File: src/mpmc_settings.svh
`ifndef MPMC_SETTINGS_SVH
`define MPMC_SETTINGS_SVH

// ==================================================
// Controller sizing
// ==================================================

// Number of client ports sharing the request path
`define MPMC_NUM_PORTS 4

// Request FIFO entries
// Kept below the port count so that the arbiter sees back-pressure
`define MPMC_FIFO_DEPTH 2

// Cycles spent in the access state before the ready strobe
`define MPMC_ACCESS_CYCLES 3

// Words in the internal memory array, one per address value
`define MPMC_MEM_WORDS 256

`endif

File: src/mpmc_bus_pkg.sv
package mpmc_bus_pkg;

	// ==================================================
	// Client side widths
	// ==================================================

	// Transaction id chosen by the client and echoed back with the acknowledge
	typedef logic [7:0] tranid_t;

	// Word address into the memory array
	typedef logic [7:0] addr_t;

	// One data word, for both write data and read data
	typedef logic [31:0] data_t;

	// ==================================================
	// Port request
	// ==================================================

	// Everything a client hands over with a single request strobe
	// Field order puts the write flag at the top bit
	typedef struct packed {
		// High for a write, low for a read
		logic wr;
		// Target word
		addr_t addr;
		// Only meaningful for writes
		data_t wdata;
		// Returned unchanged on tid when the request completes
		tranid_t tid;
	} port_req_t;

endpackage

File: src/mpmc_ctrl_pkg.sv
package mpmc_ctrl_pkg;

`include "mpmc_settings.svh"

	// ==================================================
	// Controller internal types
	// ==================================================

	// Index of a client port, wide enough for the configured port count
	typedef logic [$clog2(`MPMC_NUM_PORTS)-1:0] port_idx_t;

	// One slot of the request FIFO
	// The port index travels with the request so the reply finds its way back
	typedef struct packed {
		port_idx_t port;
		mpmc_bus_pkg::port_req_t req;
	} fifo_entry_t;

	// Memory sequencer states
	// Idle waits for an entry, access counts the delay, respond strobes rdy
	typedef enum logic [1:0] {
		st_idle,
		st_access,
		st_respond
	} seq_state_t;

endpackage

File: src/mpmc_req_fifo.sv
`timescale 1ns/1ps

`include "mpmc_settings.svh"

module mpmc_req_fifo (
	input logic clk,
	input logic rst,
	input logic push,
	input mpmc_ctrl_pkg::fifo_entry_t push_entry,
	input logic pop,
	output mpmc_ctrl_pkg::fifo_entry_t pop_entry,
	output logic full,
	output logic empty
);

	import mpmc_ctrl_pkg::*;

	// A single-entry FIFO still needs one pointer bit
	localparam int PTR_W = (`MPMC_FIFO_DEPTH > 1) ? $clog2(`MPMC_FIFO_DEPTH) : 1;
	localparam int CNT_W = $clog2(`MPMC_FIFO_DEPTH + 1);

	fifo_entry_t mem [`MPMC_FIFO_DEPTH];
	logic [PTR_W-1:0] wr_ptr;
	logic [PTR_W-1:0] rd_ptr;
	logic [CNT_W-1:0] count;

	// Requests that would overflow or underflow are ignored
	logic do_push;
	logic do_pop;

	assign do_push = push && !full;
	assign do_pop = pop && !empty;

	assign full = (count == CNT_W'(`MPMC_FIFO_DEPTH));
	assign empty = (count == '0);

	// Head entry is read straight from the array
	assign pop_entry = mem[rd_ptr];

	// ==================================================
	// Pointers and fill count
	// ==================================================

	always_ff @(posedge clk) begin
		if (rst) begin
			wr_ptr <= '0;
			rd_ptr <= '0;
			count <= '0;
		end else begin
			if (do_push)
				wr_ptr <= (wr_ptr == PTR_W'(`MPMC_FIFO_DEPTH - 1)) ? '0 : wr_ptr + 1'b1;
			if (do_pop)
				rd_ptr <= (rd_ptr == PTR_W'(`MPMC_FIFO_DEPTH - 1)) ? '0 : rd_ptr + 1'b1;
			// Simultaneous push and pop leave the count unchanged
			case ({do_push, do_pop})
				2'b10: count <= count + 1'b1;
				2'b01: count <= count - 1'b1;
				default: count <= count;
			endcase
		end
	end

	// Storage, written at the tail
	always_ff @(posedge clk) begin
		if (do_push)
			mem[wr_ptr] <= push_entry;
	end

endmodule

File: config.mk
export PLATFORM = sky130hd
export DESIGN_NAME = mpmc_req_fifo
export DESIGN_NICKNAME = d
export VERILOG_FILES = /design/src/mpmc_bus_pkg.sv /design/src/mpmc_ctrl_pkg.sv /design/src/mpmc_req_fifo.sv
export VERILOG_INCLUDE_DIRS = /design/src /design/src/src
export SDC_FILE = /design/constraint.sdc
export NUM_CORES = 1
export LEC_CHECK = 0
export BUFFER_PORTS_ARGS = -buffer_cell sky130_fd_sc_hd__buf_2
export CELL_PAD_IN_SITES_DETAIL_PLACEMENT = 1
export CELL_PAD_IN_SITES_GLOBAL_PLACEMENT = 1
export CORE_UTILIZATION = 25
export DETAILED_ROUTE_END_ITERATION = 10
export PLACE_DENSITY = 0.55
export SLEW_MARGIN = 5
export SYNTH_ARGS = -nofsm -noshare
export SYNTH_HDL_FRONTEND = slang
export SYNTH_SLANG_ARGS = --single-unit
File: constraint.sdc
create_clock -name clk -period 3.26 [get_ports clk]
set_input_delay 0.163 -clock clk [delete_from_list [all_inputs] [get_ports clk]]
set_output_delay 0.163 -clock clk [all_outputs]
set_load 0.02 [all_outputs]
==> reports/qor.csv <==
metric,value,unit
status,finished clean,
share of layout cells above drive strength 1,52.5,%
achievable frequency,481,MHz
"Largest stage delay, worst path",0.49,ns
Worst Clk Skew,0.00466,ns
Synth top area share,78.7,%
Detail Route Antenna Nets,0,
Inserted Clock Buffers,9,
vias after detailed routing,2156,
Leak,1.96,nW
Yosys top cell by area,edfxtp_1,
starting density of the core,25.6,%
total of max-cap violations,0,
CP max stage cell,inv_2,
Async SR Flop Fraction,0,%
Syn Nets,241,
critical path data required time,3.30,ns
Post-Syn Area,3890,um^2
crit path DAT,2.12,ns
worst relative slew slack,57.0,%
post-synthesis register bit count,107,
P_int,2.76,mW
yosys warns,0,
final setup violation count,0,
Area after DPL,4690,um^2
worst hold slack,0.0185,ns
Synth cell types,18,
sequential-to-total area share from yosys stat,81.3,%
Ports,108,
CP endpoint kind,flop,
RSZ-0062 raised after global routing,no,
width of the die,127,um
CP Launch Type,flop,
CTS Buffer Depth,2,
Starting DRT DRC Count,56,
largest net degree at the start of global routing,31,
fillers,1573,
Synth Instances,185,
H-Tree Depth,3,
pwr dens,754,nW/um^2
Flop pwr share,45.9,%
switching share of power,30.9,%
final hold vios,0,
"Clk pin slew, worst setup/hold paths",0.07,ns
Worst Hold Class,input pin to flop,
"EDFF count, synth",102,
drt via density,4.09,
first-pass GRT wire length,12100,um
"Critical Path, Cell by Cell",nand2b_2 > inv_2 > or3_1 > inv_2 > buf_12,
Nets,390,
DRC Markers,0,
Port Buf Inserts,107,
Clock power frac,24.1,%
"critical path fanouts, max",27,
first-pass iteration count of the detailed router,4,
leading post-synthesis cells by cell area,"edfxtp_1 (79%), mux2_2 (15%), dfxtp_1 (2.6%), buf_2 (0.64%), xnor2_1 (0.45%)",
Worst-Skew Late Latency,0.34,ns
fin crit period,2.08,ns
Layout Cell Area excl Fill,5300,um^2
TritonCTS clock tree,yes,
GRT Resource Usage Total,10.2,%
Post-DP HPWL,4950,um
peak supply drop,0.000285,V
Clock Sinks,107,
"Period Utilization, post-route",63.8,%
wire per inst,14.8,um
CP most frequent cell,inv_2,
initial antenna violation count,0,
Antenna Cells,0,
Total Wirelength,7820,um
total setup buffers inserted after CTS,0,
"Slew Viols, Final",0,
Synth Area per Inst,21.0,um^2
FP Rows,45,
Setup TNS,0,ns
vias in the first global route,2334,
Worst-Margin Slew,0.643,ns
number of buffers and inverters on the critical path,3,
switching power,1.23,mW
Final Wtd Congestion,0.634,
die area,16100,um^2
synth cell count leaders,"edfxtp_1 (102), mux2_2 (51), buf_2 (5), dfxtp_1 (5), nor2_1 (4)",
"count leader, synth",edfxtp_1,
Area Overhead vs Synth,36.2,%
critical setup path kind,flop to flop,
grt total ovfl,0,
CTS root buf,clkbuf_16,
Die Y,127,um
ys flop type,edfxtp_1,
crit-path leading delay family,buffers and inverters,
core footprint,15200,um^2
Comb pwr share,30.0,%
## cells in the final DEF (no fill, tap or decap)
cell type      netlist  final
buf_12               0      3
nor2_1               4      4
clkinv_1             0      3
dfxtp_2              0      1
edfxtp_1           102    102
clkinv_2             0      1
buf_2                5    107
clkinv_4             0      1
inv_2                1      2
nand2b_2             1      1
and3_2               0      1
o21ai_0              2      2
ha_1                 1      1
dlygate4sd3_1        0     34
xor2_1               1      1
dfxtp_1              5      4
clkinvlp_4           0      1
nand2_1              1      1
inv_1                2      1
xnor2_1              2      2
clkbuf_16            0      9
clkbuf_1             1      1
o21a_1               1      1
or3_1                2      2
a21oi_1              2      2
mux2_2              51     51
## power groups by stage
stage          Clock [mW]  Sequential (mW)  Combinational [mW]
3_3_place_gp            0             1.86                1.18
4_1_cts              1.01             1.84                1.22
3_5_place_dp            0             1.87                1.18
6_report            0.960             1.83                1.20
5_1_grt              1.06             1.86                1.28
2_1_floorplan           0             1.81               0.824
## logic make-up after synthesis
logic type,count (synthesis),synth area share [%]
flops,107,81.3
mux,51,14.8
buf+inv,9,1.03
simple gates,9,1.19
compound gates,5,0.708
xor+xnor,3,0.676
fa+ha+maj,1,0.322
## routing by layer
layer  track usage (%)  vias up  share of wire (%)  wire length (um)
li1                  -     1021                  -                 -
met1              11.9     1065                 44              3420
met2              17.0       63                 50              3900
met3              3.54        7                5.1               399
met4              4.20        0                1.3                99
met5                 0        -                  0                 0
## repair_timing
item	CTS	global route
endpoints found under the hold margin	67	0
resized for setup	0	0
hold buffers	34	0
## flip-flops by register name (all words and copies together) (netlist names), named ones only
register and flops:
mem 102, count 2, rd_ptr 1, wr_ptr 1
## metrics by stage
| step | power [mW] | worst slack [ns] | util, % | cells |
|---|---|---|---|---|
| finish | 3.99 | 1.18 | 34.8 | 527 |
| global route | 4.20 | 1.05 | 34.8 | 527 |
| CTS | 4.07 | 1.13 | 34.8 | 527 |
| detailed placement | 3.06 | 1.15 | 30.9 | 477 |
| global placement | 3.04 | 1.21 | 30.9 | 477 |
| floorplan | 2.63 | 0.909 | - | 185 |
## path summary, 6_finish.rpt
path                                       startpoint              endpoint  slack [ns]  cells past startpoint
worst max-delay path            count[0]$_SDFFE_PP0P_  mem[0][44]$_DFFE_PP_        1.18                      5
worst min-delay path                   push_entry[11]  mem[0][11]$_DFFE_PP_        0.02                      1
worst max register to register  count[0]$_SDFFE_PP0P_  mem[0][44]$_DFFE_PP_        1.18                      5
worst min register to register    wr_ptr$_SDFFE_PP0P_   wr_ptr$_SDFFE_PP0P_        0.49                      2
## final cells by class
type | instances | area, um^2 | area share [%]
clock buffer | 10 | 229 | 4.32
clock inverter | 6 | 32.5 | 0.614
inverter | 3 | 11.3 | 0.213
multi-input combinational | 69 | 688 | 13.0
sequential | 107 | 3160 | 59.7
tap | 188 | 235 | 4.44
timing repair buffer | 144 | 936 | 17.7
Note: power is estimated with default switching activity, not from simulation.
