## src/mpmc_settings.svh

```systemverilog
`ifndef MPMC_SETTINGS_SVH
`define MPMC_SETTINGS_SVH

// ==================================================
// Controller sizing
// ==================================================

// Number of client ports sharing the request path
`define MPMC_NUM_PORTS 4

// Request FIFO entries
// Kept below the port count so that the arbiter sees back-pressure
`define MPMC_FIFO_DEPTH 2

// Cycles spent in the access state before the ready strobe
`define MPMC_ACCESS_CYCLES 3

// Words in the internal memory array, one per address value
`define MPMC_MEM_WORDS 256

`endif

```

## src/mpmc_bus_pkg.sv

```systemverilog
package mpmc_bus_pkg;

	// ==================================================
	// Client side widths
	// ==================================================

	// Transaction id chosen by the client and echoed back with the acknowledge
	typedef logic [7:0] tranid_t;

	// Word address into the memory array
	typedef logic [7:0] addr_t;

	// One data word, for both write data and read data
	typedef logic [31:0] data_t;

	// ==================================================
	// Port request
	// ==================================================

	// Everything a client hands over with a single request strobe
	// Field order puts the write flag at the top bit
	typedef struct packed {
		// High for a write, low for a read
		logic wr;
		// Target word
		addr_t addr;
		// Only meaningful for writes
		data_t wdata;
		// Returned unchanged on tid when the request completes
		tranid_t tid;
	} port_req_t;

endpackage

```

## src/mpmc_ctrl_pkg.sv

```systemverilog
package mpmc_ctrl_pkg;

`include "mpmc_settings.svh"

	// ==================================================
	// Controller internal types
	// ==================================================

	// Index of a client port, wide enough for the configured port count
	typedef logic [$clog2(`MPMC_NUM_PORTS)-1:0] port_idx_t;

	// One slot of the request FIFO
	// The port index travels with the request so the reply finds its way back
	typedef struct packed {
		port_idx_t port;
		mpmc_bus_pkg::port_req_t req;
	} fifo_entry_t;

	// Memory sequencer states
	// Idle waits for an entry, access counts the delay, respond strobes rdy
	typedef enum logic [1:0] {
		st_idle,
		st_access,
		st_respond
	} seq_state_t;

endpackage

```

## src/mpmc_rd_return_latch.sv

```systemverilog
`timescale 1ns/1ps

module mpmc_rd_return_latch #(
	parameter int PORT_ID = 0
) (
	input logic clk,
	input logic rst,
	input logic rdy,
	input mpmc_ctrl_pkg::fifo_entry_t served_entry,
	input mpmc_bus_pkg::data_t rd_data,
	output logic ack,
	output mpmc_bus_pkg::tranid_t tid,
	output mpmc_bus_pkg::data_t data
);

	import mpmc_ctrl_pkg::*;

	// The broadcast reaches every port, only the owner takes it
	logic hit;

	assign hit = rdy && (served_entry.port == port_idx_t'(PORT_ID));

	// Ack follows rdy by one edge, tid and data hold until the next hit
	always_ff @(posedge clk) begin
		if (rst) begin
			ack <= 1'b0;
			tid <= '0;
			data <= '0;
		end else begin
			ack <= hit;
			if (hit) begin
				tid <= served_entry.req.tid;
				data <= rd_data;
			end
		end
	end

endmodule

```

## config.mk

```make
export PLATFORM = sky130hd
export DESIGN_NAME = mpmc_rd_return_latch
export DESIGN_NICKNAME = d
export VERILOG_FILES = /design/src/mpmc_bus_pkg.sv /design/src/mpmc_ctrl_pkg.sv /design/src/mpmc_rd_return_latch.sv
export VERILOG_INCLUDE_DIRS = /design/src /design/src/src
export SDC_FILE = /design/constraint.sdc
export NUM_CORES = 1
export LEC_CHECK = 0
export BUFFER_PORTS_ARGS = -buffer_cell sky130_fd_sc_hd__buf_4
export CORE_MARGIN = 1.5
export CORE_UTILIZATION = 32
export DETAILED_ROUTE_END_ITERATION = 16
export SLEW_MARGIN = 20
export SYNTH_ARGS = -nofsm -noshare
export SYNTH_HDL_FRONTEND = slang
export SYNTH_SLANG_ARGS = --single-unit
export TNS_END_PERCENT = 30
```

## constraint.sdc

```tcl
create_clock -name clk -period 1.1 [get_ports clk]
set_clock_uncertainty 0.2 [all_clocks]
set_input_delay 0.055 -clock clk [delete_from_list [all_inputs] [get_ports clk]]
set_output_delay 0.055 -clock clk [all_outputs]
set_load 0.01 [all_outputs]
```

==> impl_metrics.json, run 1 <==
{
  "status": "finished, final reports clean",
  "min_path_cells": 3,
  "r2r-end": "data[1]",
  "postLayoutSetupSlackWorst_ns": 0.0834,
  "fin_cells": 372,
  "htree_levels": 2,
  "maxSlewViolCount": 0,
  "grt_max_degree": 39,
  "fp.dieH_um": 79.4,
  "drt_iter0_drc": 36,
  "ys_seq_elements": 41,
  "rsz0062_at_grt": "false",
  "r2r_cells": 2,
  "dpl_cell_area_sq_um": 2550,
  "gp_congestion": 0.676,
  "dp_hpwl_mm": 2.59,
  "ys_warn_count": 0,
  "vias": 1515,
  "crit_required_ns": 0.84,
  "io_pins": 127,
  "finalHoldViolCount": 0,
  "synthesis.area_sq_um": 1870,
  "ant_nets": 0,
  "grt_pass1_wl_mm": 6.77,
  "slowest_stage": "dfxtp_1",
  "dp.cells": 324,
  "syn-num-nets": 263,
  "cp_cell_sequence": "buf_4",
  "slowest_delay_ns": 0.35,
  "crit_path_max_fanout": 2,
  "fin_area_sq_um": 3070,
  "syn_avg_cell_area_sq_um": 10.5,
  "fp.dieArea_sq_um": 6300,
  "whs_endpoint": "data[29]",
  "seq_area_frac_synth_pct": 44.0,
  "clock-sinks": 41,
  "clockBufferDepth": 2,
  "clock-root-buffer": "clkbuf_8",
  "grt_overflow": 0,
  "min_path_type": "in -> reg",
  "grt_pass1_vias": 1529,
  "routedWlPerCell_um": 10.8,
  "fmax_mhz": 984,
  "drive_above_1_share_pct": 32.3,
  "p_leak_nw": 1.30,
  "grt_use_total_pct": 13.8,
  "clock_latency_ns": 0.28,
  "yosysUniqueCellTypes": 9,
  "reg2reg_slack_ns": 0.28,
  "core_sq_um": 5570,
  "drcViolationCount": 0,
  "cp.arrival_ns": 0.76,
  "cp-end-kind": "output port",
  "path_buf_inv": 1,
  "peakVddDrop_v": 0.000611,
  "routed_wl_mm": 4.03,
  "critPathKind": "reg -> out",
  "clkTransAtPathRegs_ns": 0.08,
  "post-route-period-util_pct": 92.4,
  "cts_tree": "built",
  "cp_top_family": "flip-flops",
  "maxCapViolations": 0,
  "drt_first_pass_iters": 4,
  "rows": 27,
  "initial_core_util_pct": 33.5,
  "area_growth_pct": 64.5,
  "antenna_cells": 0,
  "fin_nets": 385,
  "fin_tns_setup_ns": 0,
  "synth_cells": 177,
  "period_needed_ns": 1.02,
  "hold_slack_ns": 0.0176,
  "avgViaCountPerCell": 4.07,
  "antenna_found_initial": 0,
  "slew-limit-headroom_pct": 82.1,
  "port_buffers": 85,
  "startpoint_type": "flop",
  "worstHoldStart": "rst",
  "worst_slew_pin_slew_ns": 0.269,
  "crit_path_start": "data[1]",
  "setup_violations": 0,
  "cts_inserted_buffers": 5,
  "n_fill_cell": 501,
  "reg2reg_from": "data[1]",
  "die_x_um": 79.4,
  "power.density_nw_per_um2": 1090,
  "dp_slack_ns": -0.136
}
where the power goes:
part	internal, W	switching (W)
sequential	0.00154	0.0000272
combinational	0.000378	0.000188
clock	0.000740	0.000481
stage by stage:
step / power [W] / util [%]
2_1_floorplan: 0.00183 / -
3_3_place_gp: 0.00205 / 45.8
5_1_grt: 0.00354 / 55.1
4_1_cts: 0.00342 / 55.1
3_5_place_dp: 0.00206 / 45.8
6_report: 0.00335 / 55.1
logic make-up after synthesis:
group	Yosys count	share of synthesized area [%]
multiplexers	40	21.4
AND/OR/NAND/NOR	82	27.8
flip-flops	41	44.0
buffers and inverters	14	6.77
worst max path at each step:
stage	end	cells after the start
after floorplan	data[0]	4
after global placement	data[2]	4
after detailed placement	data[1]	4
after CTS	data[1]	1
after global routing	tid[6]	1
final	data[1]	1
flip-flops by register name, indices dropped and copies added, names as in the netlist:
signal  flops
data       32
tid         8
ack         1
Yosys cell counts:
library cell / instances / area share [%]
buf_12: 4 / 4.3
clkbuf_1: 8 / 1.6
nor3b_2: 1 / 0.67
buf_6: 1 / 0.60
mux2i_1: 40 / 21
dfxtp_1: 41 / 44
buf_2: 1 / 0.27
nand2b_1: 80 / 27
nor2b_1: 1 / 0.34
cell type report:
cell class | count | area, sq um | share of cell area, %
Clock buffer | 7 | 86.3 | 2.81
Clock inverter | 1 | 30.0 | 0.978
Multi-Input combinational cell | 122 | 926 | 30.1
Sequential cell | 41 | 821 | 26.7
Tap cell | 72 | 90.1 | 2.93
Timing Repair Buffer | 129 | 1120 | 36.4
per-layer routing:
metal / routed length (um) / track usage [%] / vias up
met1: 1760 / 15.6 / 654
met2: 1980 / 24.3 / 55
met4: 15 / 3.68 / 0
met3: 284 / 5.14 / 2
li1: - / - / 804
met5: 0 / 0 / -
cells in the final DEF, fill, tap and decap left out:
| master | n |
|---|---|
| buf_4 | 85 |
| nand2b_1 | 80 |
| dfxtp_1 | 41 |
| mux2i_1 | 40 |
| dlygate4sd3_1 | 40 |
| clkbuf_8 | 6 |
| buf_12 | 4 |
| nor3b_4 | 1 |
| nor2b_1 | 1 |
| clkbuf_1 | 1 |
| bufinv_16 | 1 |
repair_timing:
action                    4_1_cts  5_1_grt
setup buffers                   0        0
resized for setup               0        0
hold endpoints to repair       40        0
hold buffers                   40        0
Note: power is estimated with default switching activity, not from simulation.
==> run 2, diff against run 1 <==
Settings changed: ABC_AREA from default to 1.
==> impl_metrics.json, run 2 <==
{
  "status": "finished, final reports clean",
  "core_sq_um": 5540,
  "seq_area_frac_synth_pct": 44.3,
  "finalHoldViolCount": 0,
  "post-route-period-util_pct": 92.4,
  "largest_reg_flops": 32,
  "grt_pass1_vias": 1733,
  "multi_input_area_sq_um": 728,
  "p_leak_nw": 1.55,
  "clock-root-buffer": "clkbuf_8",
  "finalPower_w": 0.00330,
  "dpl_cell_area_sq_um": 2550,
  "antenna_cells": 0,
  "maxCapViolations": 0,
  "synth_top_cell_area_share_pct": 44.3,
  "utilization_pct": 55.0,
  "period_needed_ns": 1.02,
  "fp.dieArea_sq_um": 6260,
  "synthFlopType": "dfxtp_1",
  "yosysUniqueCellTypes": 10,
  "htree_levels": 2,
  "area_growth_pct": 64.5,
  "synth_cells": 266,
  "hold_slack_ns": 0.0388,
  "path_buf_inv": 1,
  "largest-register": "data",
  "ys_seq_elements": 41,
  "async_flop_share_pct": 0,
  "ant_nets": 0,
  "drt_first_pass_iters": 4,
  "clock_latency_ns": 0.28,
  "rsz0062_at_grt": "false",
  "ys_warn_count": 0,
  "yosys.area_share.simple_pct": 28.5,
  "cp_num_cells": 1,
  "io_pins": 127,
  "final_common_cell": "buf_4",
  "synth_common_cells": "41 x dfxtp_1, 41 x inv_1, 41 x nand2_1, 41 x nor2_1",
  "drt_iter0_drc": 53,
  "synth_compound_area_share_pct": 10.8,
  "syn_avg_cell_area_sq_um": 6.97,
  "avgViaCountPerCell": 4.36,
  "drive_above_1_share_pct": 25.5,
  "worst_slew_pin_slew_ns": 0.214,
  "gp_congestion": 0.717,
  "synth_top_family_by_area": "simple AND/OR/NAND/NOR gates",
  "fin_area_sq_um": 3050,
  "slew-limit-headroom_pct": 85.8,
  "die_x_um": 79.1,
  "power.density_nw_per_um2": 1080,
  "synthesis.area_sq_um": 1850,
  "vias": 1990,
  "rows": 27,
  "cts_tree": "built",
  "maxSlewViolCount": 0,
  "syn-num-nets": 352,
  "drcViolationCount": 0,
  "grt_use_total_pct": 15.9,
  "r2r_cells": 2,
  "clkTransAtPathRegs_ns": 0.07,
  "clock-sinks": 41,
  "peakVddDrop_v": 0.000470,
  "clockBufferDepth": 2,
  "postCtsResizedCells": 0,
  "startpoint_type": "flop",
  "fmax_mhz": 984,
  "crit_path_max_fanout": 2,
  "min_path_type": "in -> reg",
  "routedWlPerCell_um": 10.5,
  "min_path_cells": 5,
  "slowest_stage": "dfxtp_1",
  "port_buffers": 85,
  "grt_pass1_wl_mm": 7.84,
  "cp-end-kind": "output port",
  "grt_max_degree": 51,
  "cp_cell_sequence": "buf_4",
  "cp.arrival_ns": 0.76,
  "cp_top_family": "flip-flops",
  "setup_violations": 0,
  "n_fill_cell": 538,
  "synthTopCellsByArea": "dfxtp_1 44%, a21oi_1 11%, nand3_1 11%",
  "synth_edf_count": 0,
  "netlist.top_cell.by_area": "dfxtp_1",
  "cts_inserted_buffers": 5,
  "synth_xor_area_share_pct": 0,
  "fin_nets": 470,
  "muxShareOfSynthArea_pct": 0,
  "critPathKind": "reg -> out",
  "synth_fa_ha_area_share_pct": 0,
  "fp.dieH_um": 79.1,
  "register_area_sq_um": 821,
  "dp_hpwl_mm": 2.75,
  "grt_overflow": 0,
  "antenna_found_initial": 0,
  "crit_required_ns": 0.84,
  "fin_tns_setup_ns": 0,
  "slowest_delay_ns": 0.35,
  "routed_wl_mm": 4.78,
  "initial_core_util_pct": 33.4,
  "reg_top3": "data (32), tid (8), ack (1)"
}
## run 2: cell types whose count changed after synthesis, sizes merged
cell,delta
nand2b,-80
nor2,+42
inv,+41
nand2,+41
a21oi,+40
mux2i,-40
nand3,+40
buf,+15
clkbuf,-8
nor2b,-1
nor3b,-1
## run 2: cells by family (layout without fill, tap and decap cells)
family / Yosys count / after routing
flops: 41 / 41
compound gates: 40 / 40
simple gates: 123 / 123
buf+inv: 62 / 180
## run 2: area by class of cell
class | count | area share [%]
sequential | 41 | 26.9
timing repair buffer | 132 | 38.3
inverter | 41 | 5.05
multi-input combinational | 163 | 23.9
clock buffer | 7 | 2.83
tap | 72 | 2.96
## run 2: timing repair
action	in CTS	in global routing
setup buffers	0	0
endpoints found under the setup margin	0	0
hold buffers	41	0
endpoints found under the hold margin	41	0
## run 2: final timing paths
path           start      end  slack [ns]
max           tid[3]   tid[3]        0.08
min              rst   tid[2]        0.04
max reg2reg  data[9]  data[9]        0.30
min reg2reg   tid[2]   tid[2]        0.28
## run 2: through the flow
stage                     setup WS [ns]  std cells
final                            0.0841        456
after global routing             0.0243        456
after CTS                        0.0736        456
after detailed placement         0.0334        408
after global placement           0.0459        408
after floorplan                   0.248        266
## run 2: report_power, final
group | internal, W | switching, W | total [W]
logic | 0.000416 | 0.000316 | 0.000732
clock network | 0.000498 | 0.000472 | 0.000970
registers | 0.00156 | 0.0000397 | 0.00160
## run 2: per-layer routing
metal | vias to the layer above | part of all wire [%] | global-route usage (%)
li1 | 1056 | - | -
met1 | 879 | 42 | 17.6
met2 | 51 | 52 | 29.4
met3 | 4 | 4.4 | 3.79
met4 | 0 | 1.2 | 5.26
met5 | - | 0 | 0
==> run 3, diff against run 2 <==
Clock period 1.1 ns to 1.15 ns, I/O delays scaled along.
==> impl_metrics.json, run 3 (same netlist as run 2, synthesis figures left out) <==
{
  "status": "finished, final reports clean",
  "fin_nets": 470,
  "min_path_type": "in -> reg",
  "worstHoldStart": "rst",
  "rows": 27,
  "peakVddDrop_v": 0.000491,
  "startpoint_type": "flop",
  "core_sq_um": 5540,
  "clockBufferDepth": 2,
  "reg_top3": "data (32), tid (8), ack (1)",
  "maxSlewViolCount": 0,
  "power_frac_comb_pct": 22.1,
  "crit_required_ns": 0.89,
  "power.density_nw_per_um2": 1040,
  "antenna_cells": 0,
  "cp.arrival_ns": 0.76,
  "post-cts-setup-buffers": 0,
  "dp.cells": 408,
  "critPathKind": "reg -> out",
  "fmax_mhz": 978,
  "area_growth_pct": 64.5,
  "grt_pass1_vias": 1752,
  "avgViaCountPerCell": 4.33,
  "worst_slew_pin_slew_ns": 0.215,
  "routed_wl_mm": 4.63,
  "fin_cells": 456,
  "die_x_um": 79.1,
  "r2r_cells": 2,
  "largest-register": "data",
  "post-route-period-util_pct": 88.9,
  "p_leak_nw": 1.55,
  "cts_hold_buf": 41,
  "multi_input_area_sq_um": 728,
  "power.net_switching_w": 0.000790,
  "drt_iter0_drc": 61,
  "cp_cell_sequence": "buf_4",
  "slew-limit-headroom_pct": 85.6,
  "gp_congestion": 0.718,
  "maxCapViolations": 0,
  "rsz0062_at_grt": "false",
  "io_pins": 127,
  "n_fill_cell": 542,
  "vias": 1974,
  "path_buf_inv": 1,
  "fin_tns_setup_ns": 0,
  "ant_nets": 0,
  "grt_use_total_pct": 15.3,
  "grt_pass1_wl_mm": 7.65,
  "clock-sinks": 41,
  "clock-root-buffer": "clkbuf_8",
  "postLayoutSetupSlackWorst_ns": 0.128,
  "grt_overflow": 0,
  "htree_levels": 2,
  "whs_endpoint": "data[15]",
  "reg2reg_slack_ns": 0.35,
  "switching_share_pct": 25.0,
  "drcViolationCount": 0,
  "internal-power_w": 0.00237,
  "reg2reg_from": "data[26]",
  "cp-end-kind": "output port",
  "initial_core_util_pct": 33.4,
  "cts_tree": "built",
  "drt_first_pass_iters": 4,
  "cp_top_family": "flip-flops",
  "period_needed_ns": 1.02,
  "finalHoldViolCount": 0,
  "grt_max_degree": 51,
  "final_common_cell": "buf_4",
  "setup_violations": 0,
  "antenna_found_initial": 0,
  "slowest_delay_ns": 0.36,
  "largest_reg_flops": 32,
  "slowest_stage": "dfxtp_1",
  "finalPower_w": 0.00316,
  "crit_path_start": "tid[0]",
  "drive_above_1_share_pct": 25.5,
  "clkTransAtPathRegs_ns": 0.07,
  "utilization_pct": 55.0,
  "cts_inserted_buffers": 5,
  "crit_path_max_fanout": 2,
  "postCtsResizedCells": 0,
  "routedWlPerCell_um": 10.1,
  "r2r-end": "data[26]",
  "fp.dieArea_sq_um": 6260,
  "register_area_sq_um": 821,
  "port_buffers": 85,
  "dp_slack_ns": 0.0827,
  "min_path_cells": 5,
  "dp_hpwl_mm": 2.78,
  "power_frac_clock_pct": 29.4,
  "seqPwrFrac_pct": 48.5,
  "fp.dieH_um": 79.1,
  "clock_latency_ns": 0.28
}
run 3: how the worst max path moves through the flow:
| stage | endpoint | slack (ns) | depth (start not counted) |
|---|---|---|---|
| 2_1_floorplan | data[0] | 0.30 | 5 |
| 3_3_place_gp | data[0] | 0.09 | 6 |
| 3_5_place_dp | data[28] | 0.08 | 6 |
| 4_1_cts | tid[0] | 0.12 | 1 |
| 5_1_grt | data[16] | 0.08 | 1 |
| 6_report | tid[0] | 0.13 | 1 |
run 3: layer usage:
metal  global-route usage, %  wire, um
met1                    16.6      1950
met4                    5.26        41
met2                    28.5      2430
met5                       0         0
met3                    3.79       204
run 3: worst reg2reg max path, delay by kind of cell, from the launching register on:
| family | cells | cell delay (ns) |
|---|---|---|
| compound gates | 1 | 0.11 |
| flops | 1 | 0.32 |
| simple gates | 1 | 0.06 |
run 3: final cells by class:
type                            instances  area share (%)
Clock buffer                            7            2.83
Multi-Input combinational cell        163            23.9
Tap cell                               72            2.96
Inverter                               41            5.05
Sequential cell                        41            26.9
Timing Repair Buffer                  132            38.3
run 3: power by group through the flow:
stage                     combinational [W]  clock [W]  sequential (W)
after global placement             0.000586          0         0.00156
after floorplan                    0.000277          0         0.00159
after detailed placement           0.000594          0         0.00156
after CTS                          0.000703   0.000985         0.00153
after global routing               0.000768    0.00106         0.00154
final                              0.000699   0.000927         0.00153
run 3: stage by stage:
step,hold slack (ns),instance area [sq um]
2_1_floorplan,-0.0709,1850
3_3_place_gp,0.0328,2550
3_5_place_dp,0.0333,2550
4_1_cts,0.0217,3050
5_1_grt,0.0288,3050
6_report,0.0475,3050
